File: src/design/memCtrlPkg.sv
package memCtrlPkg;

    localparam int wordWidth    = 32;
    localparam int byteWidth    = 8;
    localparam int bytesPerWord = 4;

    // fetches always use len4
    typedef enum logic [1:0] {
        len1,
        len2,
        len4
    } accessLen_e;

    typedef enum logic [1:0] {
        kindFetch,
        kindLoad,
        kindStore
    } xferKind_e;

    typedef enum logic [1:0] {
        stIdle,
        stFetch,
        stLoad,
        stStore
    } arbState_e;

endpackage

File: src/design/memArbiter.sv
`timescale 1ns/1ps

module memArbiter #(
    parameter int addrWidth = 17
) (
    input  logic                             clk,
    input  logic                             rst,

    input  logic                             i_fCyc,
    input  logic                             i_fStb,
    input  logic [addrWidth-1:0]             i_fAddr,
    output logic                             o_fAck,
    output logic [memCtrlPkg::wordWidth-1:0] o_fInst,

    input  logic                             i_dCyc,
    input  logic                             i_dStb,
    input  logic                             i_dWe,
    input  memCtrlPkg::accessLen_e           i_dLen,
    input  logic [addrWidth-1:0]             i_dAddr,
    input  logic [memCtrlPkg::wordWidth-1:0] i_dWdata,
    output logic                             o_dAck,
    output logic [memCtrlPkg::wordWidth-1:0] o_dRdata,

    output logic                             o_start,
    output memCtrlPkg::xferKind_e            o_kind,
    output memCtrlPkg::accessLen_e           o_len,
    output logic [addrWidth-1:0]             o_baseAddr,
    output logic [memCtrlPkg::wordWidth-1:0] o_wdata,
    input  logic                             i_done,
    input  logic [memCtrlPkg::wordWidth-1:0] i_rdata
);
    import memCtrlPkg::*;

    arbState_e state;
    logic      fReq;
    logic      dReq;

    // in its ack cycle a port still shows the old request
    assign fReq = i_fCyc & i_fStb & ~o_fAck;
    assign dReq = i_dCyc & i_dStb & ~o_dAck;

    always_comb begin
        case (state)
            stLoad:  o_kind = kindLoad;
            stStore: o_kind = kindStore;
            default: o_kind = kindFetch;
        endcase
    end

    always_ff @(posedge clk) begin
        if (rst) begin
            state   <= stIdle;
            o_start <= 1'b0;
            o_fAck  <= 1'b0;
            o_dAck  <= 1'b0;
        end else begin
            o_start <= 1'b0;
            o_fAck  <= 1'b0;
            o_dAck  <= 1'b0;
            case (state)
                stIdle: begin
                    // data side wins a tie
                    if (dReq) begin
                        if (i_dWe) begin
                            state <= stStore;
                        end else begin
                            state <= stLoad;
                        end
                        o_start <= 1'b1;
                    end else if (fReq) begin
                        state   <= stFetch;
                        o_start <= 1'b1;
                    end
                end
                stFetch: begin
                    if (i_done) begin
                        state  <= stIdle;
                        o_fAck <= 1'b1;
                    end
                end
                default: begin
                    if (i_done) begin
                        state  <= stIdle;
                        o_dAck <= 1'b1;
                    end
                end
            endcase
        end
    end

    // request latch and result registers
    always_ff @(posedge clk) begin
        if (state == stIdle) begin
            if (dReq) begin
                o_baseAddr <= i_dAddr;
                o_len      <= i_dLen;
                o_wdata    <= i_dWdata;
            end else if (fReq) begin
                o_baseAddr <= i_fAddr;
                o_len      <= len4;
            end
        end
        if (i_done && state == stFetch) begin
            o_fInst <= i_rdata;
        end
        if (i_done && state == stLoad) begin
            o_dRdata <= i_rdata;
        end
    end

endmodule

File: src/design/byteEngine.sv
`timescale 1ns/1ps

module byteEngine #(
    parameter int addrWidth = 17
) (
    input  logic                             clk,
    input  logic                             rst,
    input  logic                             i_rdy,
    input  logic                             i_ioBufferFull,
    input  logic                             i_start,
    input  memCtrlPkg::xferKind_e            i_kind,
    input  memCtrlPkg::accessLen_e           i_len,
    input  logic [addrWidth-1:0]             i_baseAddr,
    input  logic [memCtrlPkg::wordWidth-1:0] i_wdata,
    input  logic [memCtrlPkg::byteWidth-1:0] i_memRdata,
    output logic                             o_done,
    output logic [memCtrlPkg::wordWidth-1:0] o_rdata,
    output logic                             o_memWe,
    output logic [addrWidth-1:0]             o_memAddr,
    output logic [memCtrlPkg::byteWidth-1:0] o_memWdata
);
    import memCtrlPkg::*;

    localparam int laneWidth = $clog2(bytesPerWord);
    localparam int cntWidth  = laneWidth + 1;

    logic                 active;
    xferKind_e            kindR;
    logic [cntWidth-1:0]  byteCnt;
    logic [addrWidth-1:0] baseR;
    logic [wordWidth-1:0] wdataR;
    logic [wordWidth-1:0] assembly;
    logic [cntWidth-1:0]  issueCnt;
    logic [cntWidth-1:0]  capCnt;
    logic                 rdPend;
    logic                 stall;
    logic                 isRead;
    logic                 issue;
    logic                 capture;
    logic                 lastCapture;
    logic                 lastWrite;

    function automatic logic [cntWidth-1:0] lenToCount(accessLen_e len);
        case (len)
            len1:    return cntWidth'(1);
            len2:    return cntWidth'(2);
            default: return cntWidth'(bytesPerWord);
        endcase
    endfunction

    assign stall   = ~i_rdy | i_ioBufferFull;
    assign isRead  = (kindR != kindStore);
    assign issue   = active & ~stall & (issueCnt < byteCnt);
    // a byte is on i_memRdata one cycle after its address
    assign capture = rdPend & ~stall;

    assign lastCapture = capture & (capCnt == byteCnt - cntWidth'(1));
    assign lastWrite   = issue & ~isRead & (issueCnt == byteCnt - cntWidth'(1));
    assign o_done      = lastCapture | lastWrite;

    assign o_memWe    = issue & ~isRead;
    assign o_memAddr  = baseR + addrWidth'(issueCnt);
    assign o_memWdata = wdataR[issueCnt[laneWidth-1:0]*byteWidth +: byteWidth];

    // last byte merged straight in so done and data line up
    always_comb begin
        o_rdata = assembly;
        o_rdata[capCnt[laneWidth-1:0]*byteWidth +: byteWidth] = i_memRdata;
    end

    always_ff @(posedge clk) begin
        if (rst) begin
            active   <= 1'b0;
            issueCnt <= '0;
            capCnt   <= '0;
            rdPend   <= 1'b0;
        end else if (i_start) begin
            active   <= 1'b1;
            issueCnt <= '0;
            capCnt   <= '0;
            rdPend   <= 1'b0;
        end else if (o_done) begin
            active <= 1'b0;
            rdPend <= 1'b0;
        end else if (stall) begin
            // byte in flight is dropped, so its address goes out again
            rdPend <= 1'b0;
            if (isRead) begin
                issueCnt <= capCnt;
            end
        end else begin
            if (issue) begin
                issueCnt <= issueCnt + cntWidth'(1);
            end
            if (capture) begin
                capCnt <= capCnt + cntWidth'(1);
            end
            rdPend <= issue & isRead;
        end
    end

    always_ff @(posedge clk) begin
        if (i_start) begin
            kindR    <= i_kind;
            byteCnt  <= lenToCount(i_len);
            baseR    <= i_baseAddr;
            wdataR   <= i_wdata;
            // upper lanes stay zero for short loads
            assembly <= '0;
        end else if (capture) begin
            assembly[capCnt[laneWidth-1:0]*byteWidth +: byteWidth] <= i_memRdata;
        end
    end

endmodule

File: src/design/memCtrlTop.sv
`timescale 1ns/1ps

module memCtrlTop #(
    parameter int addrWidth = 17
) (
    input  logic                             clk,
    input  logic                             rst,
    input  logic                             i_rdy,
    input  logic                             i_ioBufferFull,

    input  logic                             i_fCyc,
    input  logic                             i_fStb,
    input  logic [addrWidth-1:0]             i_fAddr,
    output logic                             o_fAck,
    output logic [memCtrlPkg::wordWidth-1:0] o_fInst,

    input  logic                             i_dCyc,
    input  logic                             i_dStb,
    input  logic                             i_dWe,
    input  memCtrlPkg::accessLen_e           i_dLen,
    input  logic [addrWidth-1:0]             i_dAddr,
    input  logic [memCtrlPkg::wordWidth-1:0] i_dWdata,
    output logic                             o_dAck,
    output logic [memCtrlPkg::wordWidth-1:0] o_dRdata,

    output logic                             o_memWe,
    output logic [addrWidth-1:0]             o_memAddr,
    output logic [memCtrlPkg::byteWidth-1:0] o_memWdata,
    input  logic [memCtrlPkg::byteWidth-1:0] i_memRdata
);
    import memCtrlPkg::*;

    logic                 start;
    xferKind_e            kind;
    accessLen_e           len;
    logic [addrWidth-1:0] baseAddr;
    logic [wordWidth-1:0] wdata;
    logic                 done;
    logic [wordWidth-1:0] rdata;

    memArbiter #(
        .addrWidth (addrWidth)
    ) memArbiter_i (
        .clk        (clk),
        .rst        (rst),
        .i_fCyc     (i_fCyc),
        .i_fStb     (i_fStb),
        .i_fAddr    (i_fAddr),
        .o_fAck     (o_fAck),
        .o_fInst    (o_fInst),
        .i_dCyc     (i_dCyc),
        .i_dStb     (i_dStb),
        .i_dWe      (i_dWe),
        .i_dLen     (i_dLen),
        .i_dAddr    (i_dAddr),
        .i_dWdata   (i_dWdata),
        .o_dAck     (o_dAck),
        .o_dRdata   (o_dRdata),
        .o_start    (start),
        .o_kind     (kind),
        .o_len      (len),
        .o_baseAddr (baseAddr),
        .o_wdata    (wdata),
        .i_done     (done),
        .i_rdata    (rdata)
    );

    // sole master of the RAM port
    byteEngine #(
        .addrWidth (addrWidth)
    ) byteEngine_i (
        .clk            (clk),
        .rst            (rst),
        .i_rdy          (i_rdy),
        .i_ioBufferFull (i_ioBufferFull),
        .i_start        (start),
        .i_kind         (kind),
        .i_len          (len),
        .i_baseAddr     (baseAddr),
        .i_wdata        (wdata),
        .i_memRdata     (i_memRdata),
        .o_done         (done),
        .o_rdata        (rdata),
        .o_memWe        (o_memWe),
        .o_memAddr      (o_memAddr),
        .o_memWdata     (o_memWdata)
    );

endmodule

File: config.mk
export PLATFORM = sky130hd
export DESIGN_NAME = memCtrlTop
export DESIGN_NICKNAME = d
export VERILOG_FILES = /design/src/design/memCtrlPkg.sv /design/src/design/memArbiter.sv /design/src/design/byteEngine.sv /design/src/design/memCtrlTop.sv
export SDC_FILE = /design/constraint.sdc
export NUM_CORES = 1
export LEC_CHECK = 0
export BUFFER_PORTS_ARGS = -buffer_cell sky130_fd_sc_hd__clkbuf_2
export CORE_MARGIN = 3
export CORE_UTILIZATION = 25
export CTS_BUF_LIST = sky130_fd_sc_hd__clkbuf_2 sky130_fd_sc_hd__clkbuf_4 sky130_fd_sc_hd__clkbuf_8
export DETAILED_ROUTE_END_ITERATION = 7
export PLACE_DENSITY = 0.5
export SYNTH_ARGS = -nofsm -noshare
export SYNTH_HDL_FRONTEND = slang
export SYNTH_SLANG_ARGS = --single-unit
File: constraint.sdc
create_clock -name clk -period 5 [get_ports clk]
set_input_delay 0.75 -clock clk [delete_from_list [all_inputs] [get_ports clk]]
set_output_delay 0.75 -clock clk [all_outputs]
set_load 0.01 [all_outputs]
# Yosys cells after proc, flatten, opt, wreduce, memory -nomap -nowiden
# Cells that the tools add are included.
[totals] word_cells=95 input_bits=85 regBits=214 output_inout_bits=92
[op_classes] n_reduce_logical=18 add_sub_neg=5 mux=20 order_cmp=1 bitwise=21 shift=3 n_eq_ne=9
[ops] cell="$mux W17" n=2
[ops] cell="$neg A5 Y34" n=1
[ops] cell="$shift A8 B34 Y32 const A" n=1
[ops] cell="$shiftx A8 B34 Y32" n=1
[ops] cell="$bwmux W32" n=1
[ops] cell="$shiftx A32 B6 Y8" n=1
[ops] cell="$add A17 B3 Y17" n=1
[ops] cell="$mux W2" n=6
[ops] cell="$and A1 B1 Y1" n=11
[ops] cell="$mux W3" n=3
[ops] cell="$not A1 Y1" n=8
[ops] cell="$reduce_bool A2 Y1" n=4
[ops] cell="$add A3 B1 Y3 const B" n=2
[ops] cell="$eq A3 B3 Y1" n=2
[ops] cell="$mux W1" n=6
[ops] cell="$pmux W3 S2" n=1
[ops] cell="$reduce_and A2 Y1" n=3
[ops] cell="$reduce_and A3 Y1" n=2
[ops] cell="$reduce_or A2 Y1" n=3
[ops] cell="$eq A2 B1 Y1 const B" n=2
[ops] cell="$eq A2 B2 Y1 const B" n=2
[ops] cell="$logic_not A2 Y1" n=2
[ops] cell="$ne A2 B2 Y1 const B" n=2
[ops] cell="$pmux W2 S2" n=1
[ops] cell="7 further kinds" n=9

# Depth between registers and ports, before layout
[logic_depth] ltp_word=10 mapped_depth=9 mapped_depth_nobuf=8

# Hierarchy
# Synthesis repeated with hierarchy kept, for this count alone.
[unflattened] cells_unflattened=564 hier_area_um2=8493.1
[modules_own_cells] module="byteEngine" n_inst=1 area_each_um2=4490.6 seq_area_each_um2=2422.3 cells_per_inst=400
[modules_own_cells] module="memArbiter" n_inst=1 area_each_um2=4002.6 seq_area_each_um2=3553.4 cells_per_inst=164

# Least setup slack after synthesis
# Ideal clock, no wire load.
[synth_timing] path_kind="input -> register" start="input port i_dCyc" end="register memArbiter_i.o_wdata[0] in the netlist's numbering, enable pin" slack_ps=1010 setup_time_ps=463 required_ps=4537 t_arrival_ps=3527 cell_stages=4 path_cell_list="nand2_1 -> or2_2 -> clkbuf_1 -> nor3_1"
[synth_via] elab_chain_cells=3
[synth_lines] item="start, declared" line="memCtrlTop.sv:17" text="input logic i_dCyc,"
[synth_lines] item="$and A1 B1 Y1 (2 in a row)" line="memArbiter.sv:40" text="assign dReq = i_dCyc & i_dStb & ~o_dAck;"
[synth_lines] item="$reduce_and A2 Y1 (no source line)"
[synth_lines] item="end signal, assigned" line="memArbiter.sv:97" text="o_wdata <= i_dWdata;"
[synth_lines] item="end, declared" line="memArbiter.sv:28" text="output logic [memCtrlPkg::wordWidth-1:0] o_wdata,"
# Every way passes these cells.
# A chain may end at the register's enable or synchronous reset.

# Worst setup path in the final report
[layout_timing] start="register byteEngine_i.issueCnt[1]" end="output port o_memAddr[16]"
[layout_via] elab_chain_cells=1
[layout_lines] item="start, declared" line="byteEngine.sv:33" text="logic [cntWidth-1:0] issueCnt;"
[layout_lines] item="start signal, assigned" line="byteEngine.sv:89" text="issueCnt <= capCnt;"
[layout_lines] item="start signal, assigned" line="byteEngine.sv:93" text="issueCnt <= issueCnt + cntWidth'(1);"
[layout_lines] item="$add A17 B3 Y17" line="byteEngine.sv:62" text="assign o_memAddr = baseR + addrWidth'(issueCnt);"
[layout_lines] item="end, declared" line="memCtrlTop.sv:27" text="output logic [addrWidth-1:0] o_memAddr,"
# Every way passes these cells.

==> flow_summary.json <==
{
  "rsz0062_at_grt": "no",
  "post-synth-top-count-cell": "edfxtp_1",
  "synthTopCellsByArea": "edfxtp_1 61%, dfxtp_1 11%, nand2_1 6.0%",
  "holdBufCountCts": 0,
  "clk_path_buf_depth": 3,
  "min_period_over_period_pct": 76.26,
  "clockRootBuffer": "clkbuf_8",
  "nets": 902,
  "hold_violations": 0,
  "start_util_pct": 25.52,
  "antenna_found_initial": 1,
  "fp.dieW_um": 188.7,
  "ff_latch_area_mm2": 0.005979,
  "vias": 5245,
  "port_buffers": 176,
  "synth_top_area_share_pct": 60.81,
  "core_mm2": 0.03270,
  "layout_min_cycle_time_ns": 3.813,
  "synth-edff-count": 169,
  "setup_ws_ns": 1.187,
  "area_delta_synth_final_pct": 26.24,
  "wl_per_cell_um": 14.69,
  "n_fill_cell": 3301,
  "cts_buffers": 37,
  "powerDensity_mw_per_mm2": 366.6,
  "drive_above_1_share_pct": 31.60,
  "slew_viol_final": 0,
  "synth_area_mm2": 0.008346,
  "clkSinkCount": 214,
  "dp_slack_ns": 1.642,
  "detailedRoute.firstPassIterationCount": 4,
  "multi_input_area_mm2": 0.002261,
  "max_slew_margin_pct": 27.94,
  "r2r_cells": 6,
  "ios": 177,
  "yosysWarnings": 0,
  "grt_max_degree": 69,
  "grt_usage_pct": 10.28,
  "synth_cell_types": 50,
  "diodes": 0,
  "min_from": "i_dWdata[31]",
  "worstMarginPinSlew_ns": 1.077,
  "p_leak_nw": 4.192,
  "grt_pass1_wl_um": 28820,
  "fmax_mhz": 262.3,
  "worstPathRequired_ns": 4.25,
  "ys.flop_type": "edfxtp_1",
  "synth_seq_cells": 214,
  "vias_per_cell": 4.127,
  "post-route-drc-count": 0,
  "wirelength_um": 18670,
  "cp.arrival_ns": 3.06,
  "whs_endpoint": "memArbiter_i.o_wdata[31]$_DFFE_PP_",
  "synthCells": 602,
  "critPathLaunchType": "flip-flop",
  "peakVddDrop_uv": 216.1,
  "cp_max_fo": 14,
  "htreeDepth": 2,
  "clkTransAtPathRegs_ns": 0.06,
  "rrSetupSlack_ns": 1.94,
  "cts_resized": 0,
  "die_y_um": 188.7,
  "rows": 66,
  "end_kind": "output pin",
  "synth_largest_area_cell": "edfxtp_1",
  "ant_nets": 0,
  "cts_tree": "done",
  "netlist_top_cells_count": "169 x edfxtp_1, 134 x nand2_1, 45 x dfxtp_1",
  "finalSetupViolCount": 0,
  "async_flop_share_pct": 0,
  "syn-num-nets": 702,
  "hp-class": "input port to flip-flop",
  "r2r_start": "byteEngine_i.issueCnt[1]$_SDFFE_PP0P_",
  "place_congestion": 0.7178,
  "total_power_mw": 3.862,
  "clk_latency_ns": 0.53,
  "dieArea_mm2": 0.03561,
  "grt_pass1_vias": 5197,
  "overflow": 0,
  "drt_iter0_markers": 269,
  "worstReg2RegEnd": "memArbiter_i.o_fInst[9]$_DFFE_PP_",
  "max_cap_viol_count": 0,
  "post-cts-setup-buffers": 0,
  "syn_avg_cell_area_um2": 13.86,
  "ys_seq_area_share_pct": 71.60,
  "hold_path_depth": 1,
  "worstSetupPathType": "flip-flop to output pin",
  "place_hpwl_um": 12710,
  "setup_tns_ns": 0,
  "fin_worst_skew_ns": 0.02811,
  "status": "complete, no violations"
}
-- stage by stage --
stage,instances,utilization (%),hold slack [ns],instance area [µm²]
global placement,1205,29.87,0.4012,9768
finish,1271,32.22,0.3958,10540
global route,1271,32.22,0.3531,10540
detailed placement,1205,29.87,0.4045,9768
CTS,1271,32.22,0.3430,10540
floorplan,602,-,0.4003,8346
-- cell usage in the layout, fill, tap and decap left out, types with 2 or more instances in the layout --
cell type,netlist,layout
xnor2_1,11,11
bufinv_16,0,3
and2_1,5,5
and3_1,4,4
clkinv_1,0,9
nand3_1,5,5
nand4_1,3,3
clkinv_2,0,2
dfxtp_1,45,44
buf_4,0,7
nand2b_1,36,36
ha_1,14,14
a31oi_1,2,2
o21ai_0,3,3
a311oi_1,32,32
nor3_2,2,3
nor2b_1,4,4
clkbuf_2,0,176
xor2_1,10,10
edfxtp_1,169,169
nand2_1,134,134
o31ai_1,2,2
mux2i_1,3,3
a211oi_4,1,2
o211ai_1,3,3
inv_1,10,10
or3_1,2,2
clkbuf_4,0,11
nor2_1,44,43
nor3_1,7,6
mux4_2,8,8
clkbuf_8,0,38
-- critical path: stages, from the launching register on --
cell and delay (ns):
dfxtp_1 0.81, inv_1 0.14, fa_1 0.45, nor2b_1 0.20
nor2_1 0.13, nor3_1 0.35, nand3_1 0.16, xnor2_1 0.15
clkbuf_2 0.15
-- area by class of cell --
type	instances	area share, %
Clock buffer	49	5.748
Clock inverter	17	1.532
Inverter	11	0.3919
Multi-Input combinational cell	355	21.46
Sequential cell	214	56.76
Tap cell	442	5.249
Timing Repair Buffer	183	8.860
-- registers in the layout, indices dropped and copies added, names as in the netlist, 3 cells and up --
signal and count:
byteEngine_i.assembly 32, byteEngine_i.wdataR 32, memArbiter_i.o_dRdata 32, memArbiter_i.o_fInst 32, memArbiter_i.o_wdata 32, byteEngine_i.baseR 17
memArbiter_i.o_baseAddr 17, byteEngine_i.byteCnt 3, byteEngine_i.capCnt 3, byteEngine_i.issueCnt 3
-- cells by family after synthesis --
logic type               count (synthesis)  share of synthesized area, %
AND/OR/NAND/NOR                        255                         14.17
XOR/XNOR                                22                         2.474
multiplexers                            12                         2.654
buffers and inverters                   33                         1.619
adder cells (fa/ha/maj)                 15                         2.339
flip-flops                             214                         71.60
AO/OA/AOI/OAI                           51                         5.142
-- per-layer routing --
| layer | global-route usage [%] | wire length, µm | vias to the layer above |
|---|---|---|---|
| li1 | - | - | 2591 |
| met1 | 13.63 | 8539 | 2416 |
| met2 | 15.79 | 8135 | 193 |
| met3 | 3.479 | 1514 | 43 |
| met4 | 3.466 | 464 | 2 |
| met5 | 0 | 13 | - |
-- report_power, final --
part           internal [mW]  leakage (nW)  switching (mW)
sequential              1.99          2.01          0.0327
combinational         0.0773          1.79           0.111
clock                  0.950         0.399           0.697
-- how the worst max path moves through the flow --
stage / startpoint / endpoint / slack, ns / depth (start not counted)
after floorplan: i_dCyc / memArbiter_i.o_wdata[0]$_DFFE_PP_ / 1.01 / 4
after global placement: byteEngine_i.issueCnt[1]$_SDFFE_PP0P_ / o_memAddr[16] / 1.70 / 8
after detailed placement: byteEngine_i.issueCnt[1]$_SDFFE_PP0P_ / o_memAddr[16] / 1.64 / 8
after CTS: byteEngine_i.issueCnt[1]$_SDFFE_PP0P_ / o_memAddr[16] / 1.03 / 8
after global routing: byteEngine_i.issueCnt[1]$_SDFFE_PP0P_ / o_memAddr[16] / 0.84 / 8
final: byteEngine_i.issueCnt[1]$_SDFFE_PP0P_ / o_memAddr[16] / 1.19 / 8
(Power assumes the default switching activity.)
